--- src/logic/mcontr_cfg.svh ---
// ddr3 write-command sequencer configuration
// encoder count, downstream credit depth, address widths and pause word layout
`ifndef MCONTR_CFG_SVH
`define MCONTR_CFG_SVH

// number of linear-write encoders working side by side
// keep a power of two so the order fifo pointers wrap cleanly
`define MC_NUM_ENC 4

// command memory slots downstream, also the credit counter reset value
`define MC_CREDITS 4

// row address width, the full addr field of a command word
`define MC_ROW_BITS 15

// column address width in 16-bit units
// burst column drops the 3 lsbs, one burst of 8 is 128 bits
`define MC_COL_BITS 10

// pause word layout
// a nop word reuses its addr field as skip count plus done flag
`define MC_PAUSE_BITS 10 // skip count in addr[9:0]
`define MC_DONE_BIT 10 // end of sequence marker in addr[10]

// bits of addr above the done flag stay zero in a pause word
// skip values used here are 0 and 2, more cycles are a controller matter
// a write word carries the burst column shifted left by 3 in addr
// activate and precharge carry the row in addr

`endif

--- src/logic/mcontr_pkg.sv ---
// shared types of the ddr3 write-command sequencer
// request layout, encoded command word layout and rcw command codes
`default_nettype none

`include "mcontr_cfg.svh"

package mcontr_pkg;

    typedef logic [`MC_ROW_BITS-1:0] row_addr_t; // row, also the full addr field
    typedef logic [`MC_COL_BITS-4:0] col_addr_t; // burst column, 7 bits
    typedef logic [2:0] bank_t; // ddr3 bank
    typedef logic [5:0] burst_cnt_t; // number of 128-bit bursts, 0 means 64
    typedef logic [$clog2(`MC_NUM_ENC)-1:0] enc_idx_t; // encoder number
    typedef logic [$clog2(`MC_CREDITS+1)-1:0] credit_cnt_t; // 0..MC_CREDITS
    typedef logic [2:0] rcw_t; // ras/cas/we, positive logic
    typedef logic [`MC_PAUSE_BITS-1:0] pause_t; // skip count of a pause word

    // rcw codes of the command word
    localparam rcw_t RCW_NOP = 3'd0;
    localparam rcw_t RCW_WRITE = 3'd3;
    localparam rcw_t RCW_ACTIVATE = 3'd4;
    localparam rcw_t RCW_PRECHARGE = 3'd5;

    // one page-write request from the host
    typedef struct packed {
        bank_t      bank; // target bank
        row_addr_t  row; // row to open
        col_addr_t  start_col; // first burst column
        burst_cnt_t num128; // bursts to write
    } wr_req_t;

    // encoded 32-bit word for the command memory, msb first
    typedef struct packed {
        row_addr_t addr; // row, column<<3 or pause skip/done
        bank_t     bank;
        rcw_t      rcw;
        logic      odt_en; // enable odt
        logic      cke; // always 0 here
        logic      sel; // command in second half-cycle
        logic      dq_en; // drive dq lines
        logic      dqs_en; // drive dqs lines
        logic      dqs_toggle; // toggle dqs by pattern
        logic      dci; // always 0 here
        logic      buf_wr; // always 0 here
        logic      buf_rd; // read from data buffer
        logic      nop; // nop slot after this command
        logic      buf_rst; // buffer to next page
    } seq_cmd_t;

endpackage

`default_nettype wire

--- src/logic/wr_req_dispatch.sv ---
// write request dispatcher
// accepts host requests and starts the next idle encoder in round-robin order
`timescale 1ns/1ps
`default_nettype none

`include "mcontr_cfg.svh"

module wr_req_dispatch
    import mcontr_pkg::*;
(
    input  logic                   rst, // clock
    input  logic                   clk, // async reset, active high
    input  wr_req_t                req, // request from host
    input  logic                   req_valid,
    output logic                   req_ready, // some encoder free
    input  logic [`MC_NUM_ENC-1:0] idle, // per encoder
    output logic [`MC_NUM_ENC-1:0] start, // one-cycle start pulse
    output wr_req_t                enc_req // registered request for started encoder
);

    logic [`MC_NUM_ENC-1:0] free; // idle and not being started right now
    enc_idx_t               ptr; // round-robin search origin
    enc_idx_t               pick; // chosen encoder
    enc_idx_t               cand;
    logic                   accept;

    // encoder started this cycle still shows idle until the next edge
    assign free = idle & ~start;
    assign req_ready = |free;
    assign accept = req_valid & req_ready;

    // first free encoder at or after ptr
    // scan backwards so the nearest hit is written last
    always_comb begin
        pick = ptr;
        cand = ptr;
        for (int i = `MC_NUM_ENC - 1; i >= 0; i--) begin
            cand = enc_idx_t'((int'(ptr) + i) % `MC_NUM_ENC);
            if (free[cand]) begin
                pick = cand; // nearer candidate wins
            end
        end
    end

    always_ff @(posedge rst or posedge clk) begin
        if (clk) begin
            ptr <= '0;
            start <= '0;
        end else begin
            start <= '0; // pulse lasts one cycle
            if (accept) begin
                start[pick] <= 1'b1;
                // move past the chosen encoder to spread load
                ptr <= (pick == enc_idx_t'(`MC_NUM_ENC - 1)) ? '0 : pick + 1'b1;
            end
        end
    end

    // request payload, valid together with start
    always_ff @(posedge rst) begin
        if (accept) begin
            enc_req <= req;
        end
    end

endmodule

`default_nettype wire

--- src/logic/linear_wr_encoder.sv ---
// linear page write encoder
// turns one page-write request into activate, writes, pauses, precharge
// and a final done pause, one 32-bit command word per take
`timescale 1ns/1ps
`default_nettype none

`include "mcontr_cfg.svh"

module linear_wr_encoder
    import mcontr_pkg::*;
(
    input  logic     rst, // clock
    input  logic     clk, // async reset, active high
    input  logic     start, // load request, only while idle
    input  wr_req_t  enc_req,
    output logic     idle,
    output seq_cmd_t word, // current command word
    output logic     word_valid, // word held until take
    input  logic     take // merger consumed word
);

    typedef logic [3:0] rom_addr_t;

    // one sequence step
    typedef struct packed {
        rcw_t       rcw;
        logic [1:0] skip; // pause cycles for nop entries
        logic       done; // last word of the sequence
        logic       odt;
        logic       sel;
        logic       dq_dqs; // dq_en and dqs_en together
        logic       toggle; // dqs_toggle
        logic       buf_rd;
        logic       buf_rst;
        logic       nop;
    } rom_t;

    localparam rom_addr_t LOOP_ADDR = 4'd4; // repeated write
    localparam rom_addr_t LAST_ADDR = 4'd9; // done pause

    logic       busy;
    logic       adv; // step on take
    rom_addr_t  rom_addr; // registered sequence position
    burst_cnt_t rep; // writes still to come at LOOP_ADDR
    col_addr_t  col; // burst column of the next write
    row_addr_t  row_r;
    bank_t      bank_r;
    rom_t       rom;

    assign idle = ~busy;
    assign word_valid = busy;
    assign adv = take & busy;

    always_ff @(posedge rst or posedge clk) begin
        if (clk) begin
            busy <= 1'b0;
            rom_addr <= '0;
            rep <= '0;
        end else if (start) begin
            busy <= 1'b1;
            rom_addr <= '0;
            rep <= burst_cnt_t'(enc_req.num128 - 1'b1); // 0 wraps to 63 for 64 bursts
        end else if (adv) begin
            if (rom_addr == LAST_ADDR) begin
                busy <= 1'b0; // done word taken
            end else if (rom_addr == LOOP_ADDR - 1'b1) begin
                // single burst skips the loop
                rom_addr <= (rep == '0) ? LOOP_ADDR + 1'b1 : LOOP_ADDR;
            end else if (rom_addr == LOOP_ADDR) begin
                rep <= rep - 1'b1;
                if (rep == burst_cnt_t'(1)) begin
                    rom_addr <= rom_addr + 1'b1; // last repeated write
                end
            end else begin
                rom_addr <= rom_addr + 1'b1;
            end
        end
    end

    // request fields and column counter
    always_ff @(posedge rst) begin
        if (start) begin
            row_r <= enc_req.row;
            bank_r <= enc_req.bank;
            col <= enc_req.start_col;
        end else if (adv && rom.rcw == RCW_WRITE) begin
            col <= col + 1'b1; // wraps mod 128
        end
    end

    // sequence rom
    always_comb begin
        rom = '0;
        case (rom_addr)
            4'd0: begin // activate row
                rom.rcw = RCW_ACTIVATE;
                rom.nop = 1'b1;
            end
            4'd1: rom.buf_rd = 1'b1; // prefetch from buffer
            4'd2: begin // first write
                rom.rcw = RCW_WRITE;
                rom.sel = 1'b1;
                rom.odt = 1'b1;
            end
            4'd3: begin // dq/dqs turn on
                rom.dq_dqs = 1'b1;
                rom.odt = 1'b1;
            end
            LOOP_ADDR: begin // further writes, repeated n-1 times
                rom.rcw = RCW_WRITE;
                rom.toggle = 1'b1;
                rom.dq_dqs = 1'b1;
                rom.odt = 1'b1;
                rom.buf_rd = 1'b1;
            end
            4'd5, 4'd6, 4'd8: rom.skip = 2'd2; // write recovery and precharge pauses
            4'd7: begin
                rom.rcw = RCW_PRECHARGE;
                rom.buf_rst = 1'b1; // buffer moves to next page
            end
            LAST_ADDR: rom.done = 1'b1;
            default: rom = '0;
        endcase
    end

    // command word from rom bits and request fields
    always_comb begin
        word = '0; // cke, dci, buf_wr stay zero
        word.bank = bank_r;
        word.rcw = rom.rcw;
        word.odt_en = rom.odt;
        word.sel = rom.sel;
        word.dq_en = rom.dq_dqs;
        word.dqs_en = rom.dq_dqs;
        word.dqs_toggle = rom.toggle;
        word.buf_rd = rom.buf_rd;
        word.buf_rst = rom.buf_rst;
        word.nop = rom.nop;
        case (rom.rcw)
            RCW_NOP: begin // pause format
                word.addr[`MC_PAUSE_BITS-1:0] = pause_t'(rom.skip);
                word.addr[`MC_DONE_BIT] = rom.done;
            end
            RCW_WRITE: word.addr = row_addr_t'({col, 3'b000});
            default: word.addr = row_r; // activate, precharge
        endcase
    end

endmodule

`default_nettype wire

--- src/logic/enc_cmd_merge.sv ---
// encoder output merger
// drains whole sequences in start order and meters words with downstream credits
`timescale 1ns/1ps
`default_nettype none

`include "mcontr_cfg.svh"

module enc_cmd_merge
    import mcontr_pkg::*;
(
    input  logic                   rst, // clock
    input  logic                   clk, // async reset, active high
    input  logic [`MC_NUM_ENC-1:0] start, // encoder start pulses from dispatcher
    input  seq_cmd_t               word [`MC_NUM_ENC],
    input  logic [`MC_NUM_ENC-1:0] word_valid,
    output logic [`MC_NUM_ENC-1:0] take,
    output seq_cmd_t               cmd, // to command memory
    output logic                   cmd_valid,
    output logic                   seq_done, // with the done word
    input  logic                   credit_return // one slot freed downstream
);

    localparam int CNT_W = $clog2(`MC_NUM_ENC + 1);

    enc_idx_t    fifo_mem [`MC_NUM_ENC]; // started encoders, oldest first
    enc_idx_t    wr_ptr;
    enc_idx_t    rd_ptr;
    logic [CNT_W-1:0] fifo_cnt;
    enc_idx_t    start_idx;
    enc_idx_t    head; // encoder allowed to send
    seq_cmd_t    head_word;
    logic        push;
    logic        pop;
    logic        take_any;
    logic        word_done;
    credit_cnt_t credits;
    logic        credit_ok;

    // at most one start per cycle
    always_comb begin
        start_idx = '0;
        for (int i = 0; i < `MC_NUM_ENC; i++) begin
            if (start[i]) start_idx = enc_idx_t'(i);
        end
    end

    assign push = |start;
    assign head = fifo_mem[rd_ptr];
    assign head_word = word[head];
    // word on the output register already owns one credit
    assign credit_ok = credits > credit_cnt_t'(cmd_valid);
    assign take_any = (fifo_cnt != '0) & word_valid[head] & credit_ok;
    assign word_done = (head_word.rcw == RCW_NOP) & head_word.addr[`MC_DONE_BIT];
    assign pop = take_any & word_done; // sequence finished, next encoder

    always_comb begin
        take = '0;
        take[head] = take_any;
    end

    always_ff @(posedge rst) begin
        if (push) fifo_mem[wr_ptr] <= start_idx;
        if (take_any) cmd <= head_word;
    end

    always_ff @(posedge rst or posedge clk) begin
        if (clk) begin
            wr_ptr <= '0;
            rd_ptr <= '0;
            fifo_cnt <= '0;
            credits <= credit_cnt_t'(`MC_CREDITS);
            cmd_valid <= 1'b0;
            seq_done <= 1'b0;
        end else begin
            if (push) wr_ptr <= wr_ptr + 1'b1;
            if (pop) rd_ptr <= rd_ptr + 1'b1;
            case ({push, pop})
                2'b10: fifo_cnt <= fifo_cnt + 1'b1;
                2'b01: fifo_cnt <= fifo_cnt - 1'b1;
                default: fifo_cnt <= fifo_cnt; // none or both
            endcase
            // sent word spends, returned slot refills
            case ({cmd_valid, credit_return})
                2'b10: credits <= credits - 1'b1;
                2'b01: credits <= credits + 1'b1;
                default: credits <= credits;
            endcase
            cmd_valid <= take_any;
            seq_done <= pop;
        end
    end

endmodule

`default_nettype wire

--- src/logic/wr_seq_top.sv ---
// ddr3 write-command sequencer top
// dispatcher, a row of linear-write encoders and the ordered merger
`timescale 1ns/1ps
`default_nettype none

`include "mcontr_cfg.svh"

module wr_seq_top
    import mcontr_pkg::*;
(
    input  logic     rst, // clock
    input  logic     clk, // async reset, active high
    input  wr_req_t  req,
    input  logic     req_valid,
    output logic     req_ready,
    output seq_cmd_t cmd,
    output logic     cmd_valid,
    output logic     seq_done,
    input  logic     credit_return
);

    logic [`MC_NUM_ENC-1:0] idle;
    logic [`MC_NUM_ENC-1:0] start;
    logic [`MC_NUM_ENC-1:0] word_valid;
    logic [`MC_NUM_ENC-1:0] take;
    wr_req_t                enc_req; // shared, only the started encoder latches it
    seq_cmd_t               word [`MC_NUM_ENC];

    wr_req_dispatch u_dispatch (
        .rst       (rst),
        .clk       (clk),
        .req       (req),
        .req_valid (req_valid),
        .req_ready (req_ready),
        .idle      (idle),
        .start     (start),
        .enc_req   (enc_req)
    );

    for (genvar g = 0; g < `MC_NUM_ENC; g++) begin : g_enc
        linear_wr_encoder u_enc (
            .rst        (rst),
            .clk        (clk),
            .start      (start[g]),
            .enc_req    (enc_req),
            .idle       (idle[g]),
            .word       (word[g]),
            .word_valid (word_valid[g]),
            .take       (take[g])
        );
    end

    enc_cmd_merge u_merge (
        .rst           (rst),
        .clk           (clk),
        .start         (start),
        .word          (word),
        .word_valid    (word_valid),
        .take          (take),
        .cmd           (cmd),
        .cmd_valid     (cmd_valid),
        .seq_done      (seq_done),
        .credit_return (credit_return)
    );

endmodule

`default_nettype wire

--- config.mk ---
export PLATFORM = sky130hd
export DESIGN_NAME = wr_seq_top
export DESIGN_NICKNAME = d
export VERILOG_FILES = /design/src/logic/mcontr_pkg.sv /design/src/logic/wr_req_dispatch.sv /design/src/logic/linear_wr_encoder.sv /design/src/logic/enc_cmd_merge.sv /design/src/logic/wr_seq_top.sv
export VERILOG_INCLUDE_DIRS = /design/src /design/src/logic
export SDC_FILE = /design/constraint.sdc
export NUM_CORES = 1
export LEC_CHECK = 0
export CORE_MARGIN = 2
export CORE_UTILIZATION = 55
export CTS_BUF_LIST = sky130_fd_sc_hd__clkbuf_4
export DETAILED_ROUTE_END_ITERATION = 6
export DONT_BUFFER_PORTS = 1
export PLACE_DENSITY_LB_ADDON = 0.12
export REMOVE_ABC_BUFFERS = 1
export SYNTH_ARGS = -nofsm -noshare
export SYNTH_HDL_FRONTEND = slang
export SYNTH_SLANG_ARGS = --single-unit
--- constraint.sdc ---
create_clock -name rst -period 5.6 [get_ports rst]
set_clock_uncertainty 0.2 [all_clocks]
set_input_delay 1.12 -clock rst [delete_from_list [all_inputs] [get_ports rst]]
set_output_delay 1.12 -clock rst [all_outputs]
set_load 0.01 [all_outputs]
==> qor.txt <==
Status: completed
CP arrival: 4.15 ns
Sequential fraction of the synthesis area: 59.7%
Residual DRC: 0
DRT Pass-1 Iters: 5
Syn_area_per_cell: 12.3 sq um
Largest net degree at the start of global routing: 63
Placed cell count: 1127
Total chip power: 7.66 mW
Finished Layout Cells: 1235
Top Ports: 70
Die Ht: 145 microns
Starting density of the core: 56.4%
Library cells used by synthesis: 71
RD Place Congestion: 0.932
Slowest-stage cell, CP: mux4_2
Setup-failing EPs final: 0
FMAX: 0.266 GHz
Antenna Nets Post-Route: 0
HP Class: reg2reg
CP required: 5.99 ns
Ys flop type: edfxtp_1
CP most frequent cell: xor2_1
Post-synthesis cell count: 897
CTS max path bufs: 3
Inserted Diodes: 0
Core area: 19500 sq um
Drt initial violations: 622
WL final: 25.5 mm
Met2 wire length: 12.0 mm
Die width: 145 microns
Slew @ Worst Pin: 0.977 ns
CTS tree: built
Max-slew headroom: 34.2%
Vias per cell: 5.97
Final hold slack: 0.296 ns
Synth Warn #: 0
Fin area: 12000 sq um
Highest metal used: met4
Cts repair resizes: 0
CP endpoint kind: register
Fin Setup TNS: 0 ns
CP peak stage delay: 0.88 ns
Port bufs: 0
Post-synth EDFFs: 167
Period utilization: 67.1%
Clock Root Buffer: clkbuf_4
Slew Viols, Final: 0
Number of global-route vias before repair: 7513
Post-DP HPWL: 17.2 mm
H-tree depth: 2
Async S/R FF share, synth: 27.1%
Final nets: 999
Crit path kind: reg2reg
Hold Fails Final Rpt: 0
Max Cap Violations: 0
RSZ-0062 raised after global routing: false
Worst-path cell chain: mux4_2, o311ai_0, o31ai_1, o21ai_0, and4b_1, ha_1, inv_1, fa_1, xor2_1, nor2_1, xor2_1
Placed Area: 11200 sq um
Syn-to-layout area delta: 9.41%
Worst vdd ir: 405 uV
Clock slew at reported path FFs: 0.06 ns
Final min period: 3.76 ns
Clock sink count: 229
Die area: 21200 sq um
Yosys reg bits: 229
Num rows: 51
Commonest non-fill, non-tap cell in the layout: edfxtp_1
Vias: 7377
Met1 wire length: 11.0 mm
Total CTS buffers: 58
PwrDens: 636 nW/um^2
Hold-fix buffers at CTS: 0
Clock Latency Late Sink: 0.69 ns
GR Util All Layers: 24.4%
Filler Cell Count: 1611
GRT Residual Overflow: 0
First-pass GRT wire length: 40.5 mm
Layout cells sized above 1: 16.3%
Met3 routed WL: 1.76 mm
Post-Syn Area: 11000 sq um
Initial antenna violation count: 0
Most frequent cells in the layout: edfxtp_1 (167), clkbuf_4 (101), nand2_1 (77), nor2_1 (61), dfrtp_1 (58)
Detail-routed net length per standard cell: 20.7 microns
Startpoint Class: register
Crit-path max FO: 37
Setup bufs post-CTS: 0
Lkg Pwr: 4.46 nW
## routing by layer
| metal | vias up | global-route usage (%) |
|---|---|---|
| li1 | 3401 | - |
| met2 | 285 | 39.7 |
| met1 | 3637 | 32.6 |
| met3 | 54 | 5.33 |
| met4 | 0 | 9.02 |
| met5 | - | 0 |
## critical path, delay by kind of cell, from the launching register on
family | cells | cell delay (ns)
AO/OA/AOI/OAI | 3 | 0.66
XOR/XNOR | 2 | 0.32
adder cells (fa/ha/maj) | 2 | 0.59
buffers and inverters | 1 | 0.07
flip-flops | 1 | 0.49
multiplexers | 1 | 0.88
AND/OR/NAND/NOR | 2 | 0.45
## logic make-up after synthesis
family / after synthesis / share of synthesized area (%)
and+or+nand+nor: 279 / 13.2
DFF: 229 / 59.7
AOI/OAI and AO/OA: 169 / 10.2
buffers and inverters: 81 / 3.09
xor gates and xnor gates: 61 / 4.85
adders and majority gates: 42 / 4.91
muxes: 35 / 3.97
other: 1 / 0.0341
## flip-flops by register name, summed over array words and instances (netlist names)
name / flops
u_merge.fifo_mem: 8
g_enc.u_enc.col: 28
g_enc.u_enc.word_valid: 4
u_dispatch.ptr: 2
g_enc.u_enc.row_r: 60
g_enc.u_enc.bank_r: 12
u_merge.credits: 3
u_merge.fifo_cnt: 3
u_dispatch.enc_req: 31
u_merge.rd_ptr: 2
u_merge.cmd_valid: 1
u_merge.cmd: 28
u_dispatch.start: 4
u_merge.seq_done: 1
g_enc.u_enc.rep: 24
u_merge.wr_ptr: 2
g_enc.u_enc.rom_addr: 16
## final timing paths
kind,from,to,slack (ns),depth (start not counted)
max in group asynchronous,clk,u_dispatch.start[1],4.24,2
worst min register to register,u_merge.fifo_cnt[2],u_merge.fifo_cnt[2],0.30,1
worst min-delay path,u_merge.fifo_cnt[2],u_merge.fifo_cnt[2],0.30,1
worst max register to register,u_merge.rd_ptr[0],u_merge.fifo_cnt[2],1.84,11
min in group asynchronous,clk,u_merge.rd_ptr[1],0.35,2
worst max-delay path,u_merge.rd_ptr[0],u_merge.fifo_cnt[2],1.84,11
## stage by stage
stage / util [%] / setup slack [ns]
final: 61.7 / 1.84
after global routing: 61.7 / 1.63
after CTS: 61.7 / 1.87
after detailed placement: 57.5 / 1.92
after global placement: 57.5 / 2.03
after floorplan: - / 0.629
## cell usage after synthesis, types with 6 or more instances
master    count  area (sq um)
mux2_2        9           101
nor3_1       13          65.1
xor2_1       34           298
o211ai_1      9          67.6
nor2_1       61           229
nand3_1      37           185
nand2_1      77           289
inv_1        35           131
a22oi_1      17           128
xnor2_1      27           236
a21oi_1      32           160
a221o_1       6          60.1
or2_2         6          37.5
nor2b_1      10          62.6
nand4_1      10          62.6
mux2i_1      20           200
edfxtp_1    167          5010
o21ai_0      44           220
nand3b_1     17           128
a211oi_1      6          45.0
dfrtp_1      61          1530
a22o_1        8          70.1
mux4_2        6           135
and3_1       10          62.6
a21o_1        6          45.0
ha_1         40           500
clkbuf_1     33           124
## cell type report
cell class / instances / area, sq um / area share (%)
sequential: 229 / 6570 / 54.6
inverter: 35 / 131 / 1.09
tap: 265 / 332 / 2.75
clock inverter: 7 / 57.6 / 0.478
clock buffer: 101 / 758 / 6.30
timing repair buffer: 9 / 67.6 / 0.561
multi-input combinational: 589 / 4130 / 34.3
## power breakdown
group	internal, mW	switching [mW]	leakage, nW
clock	0.850	0.662	0.494
sequential	2.68	0.606	2.30
combinational	1.06	1.80	1.67
total	4.60	3.07	4.46
No activity file was read; power rests on OpenSTA's default activity.
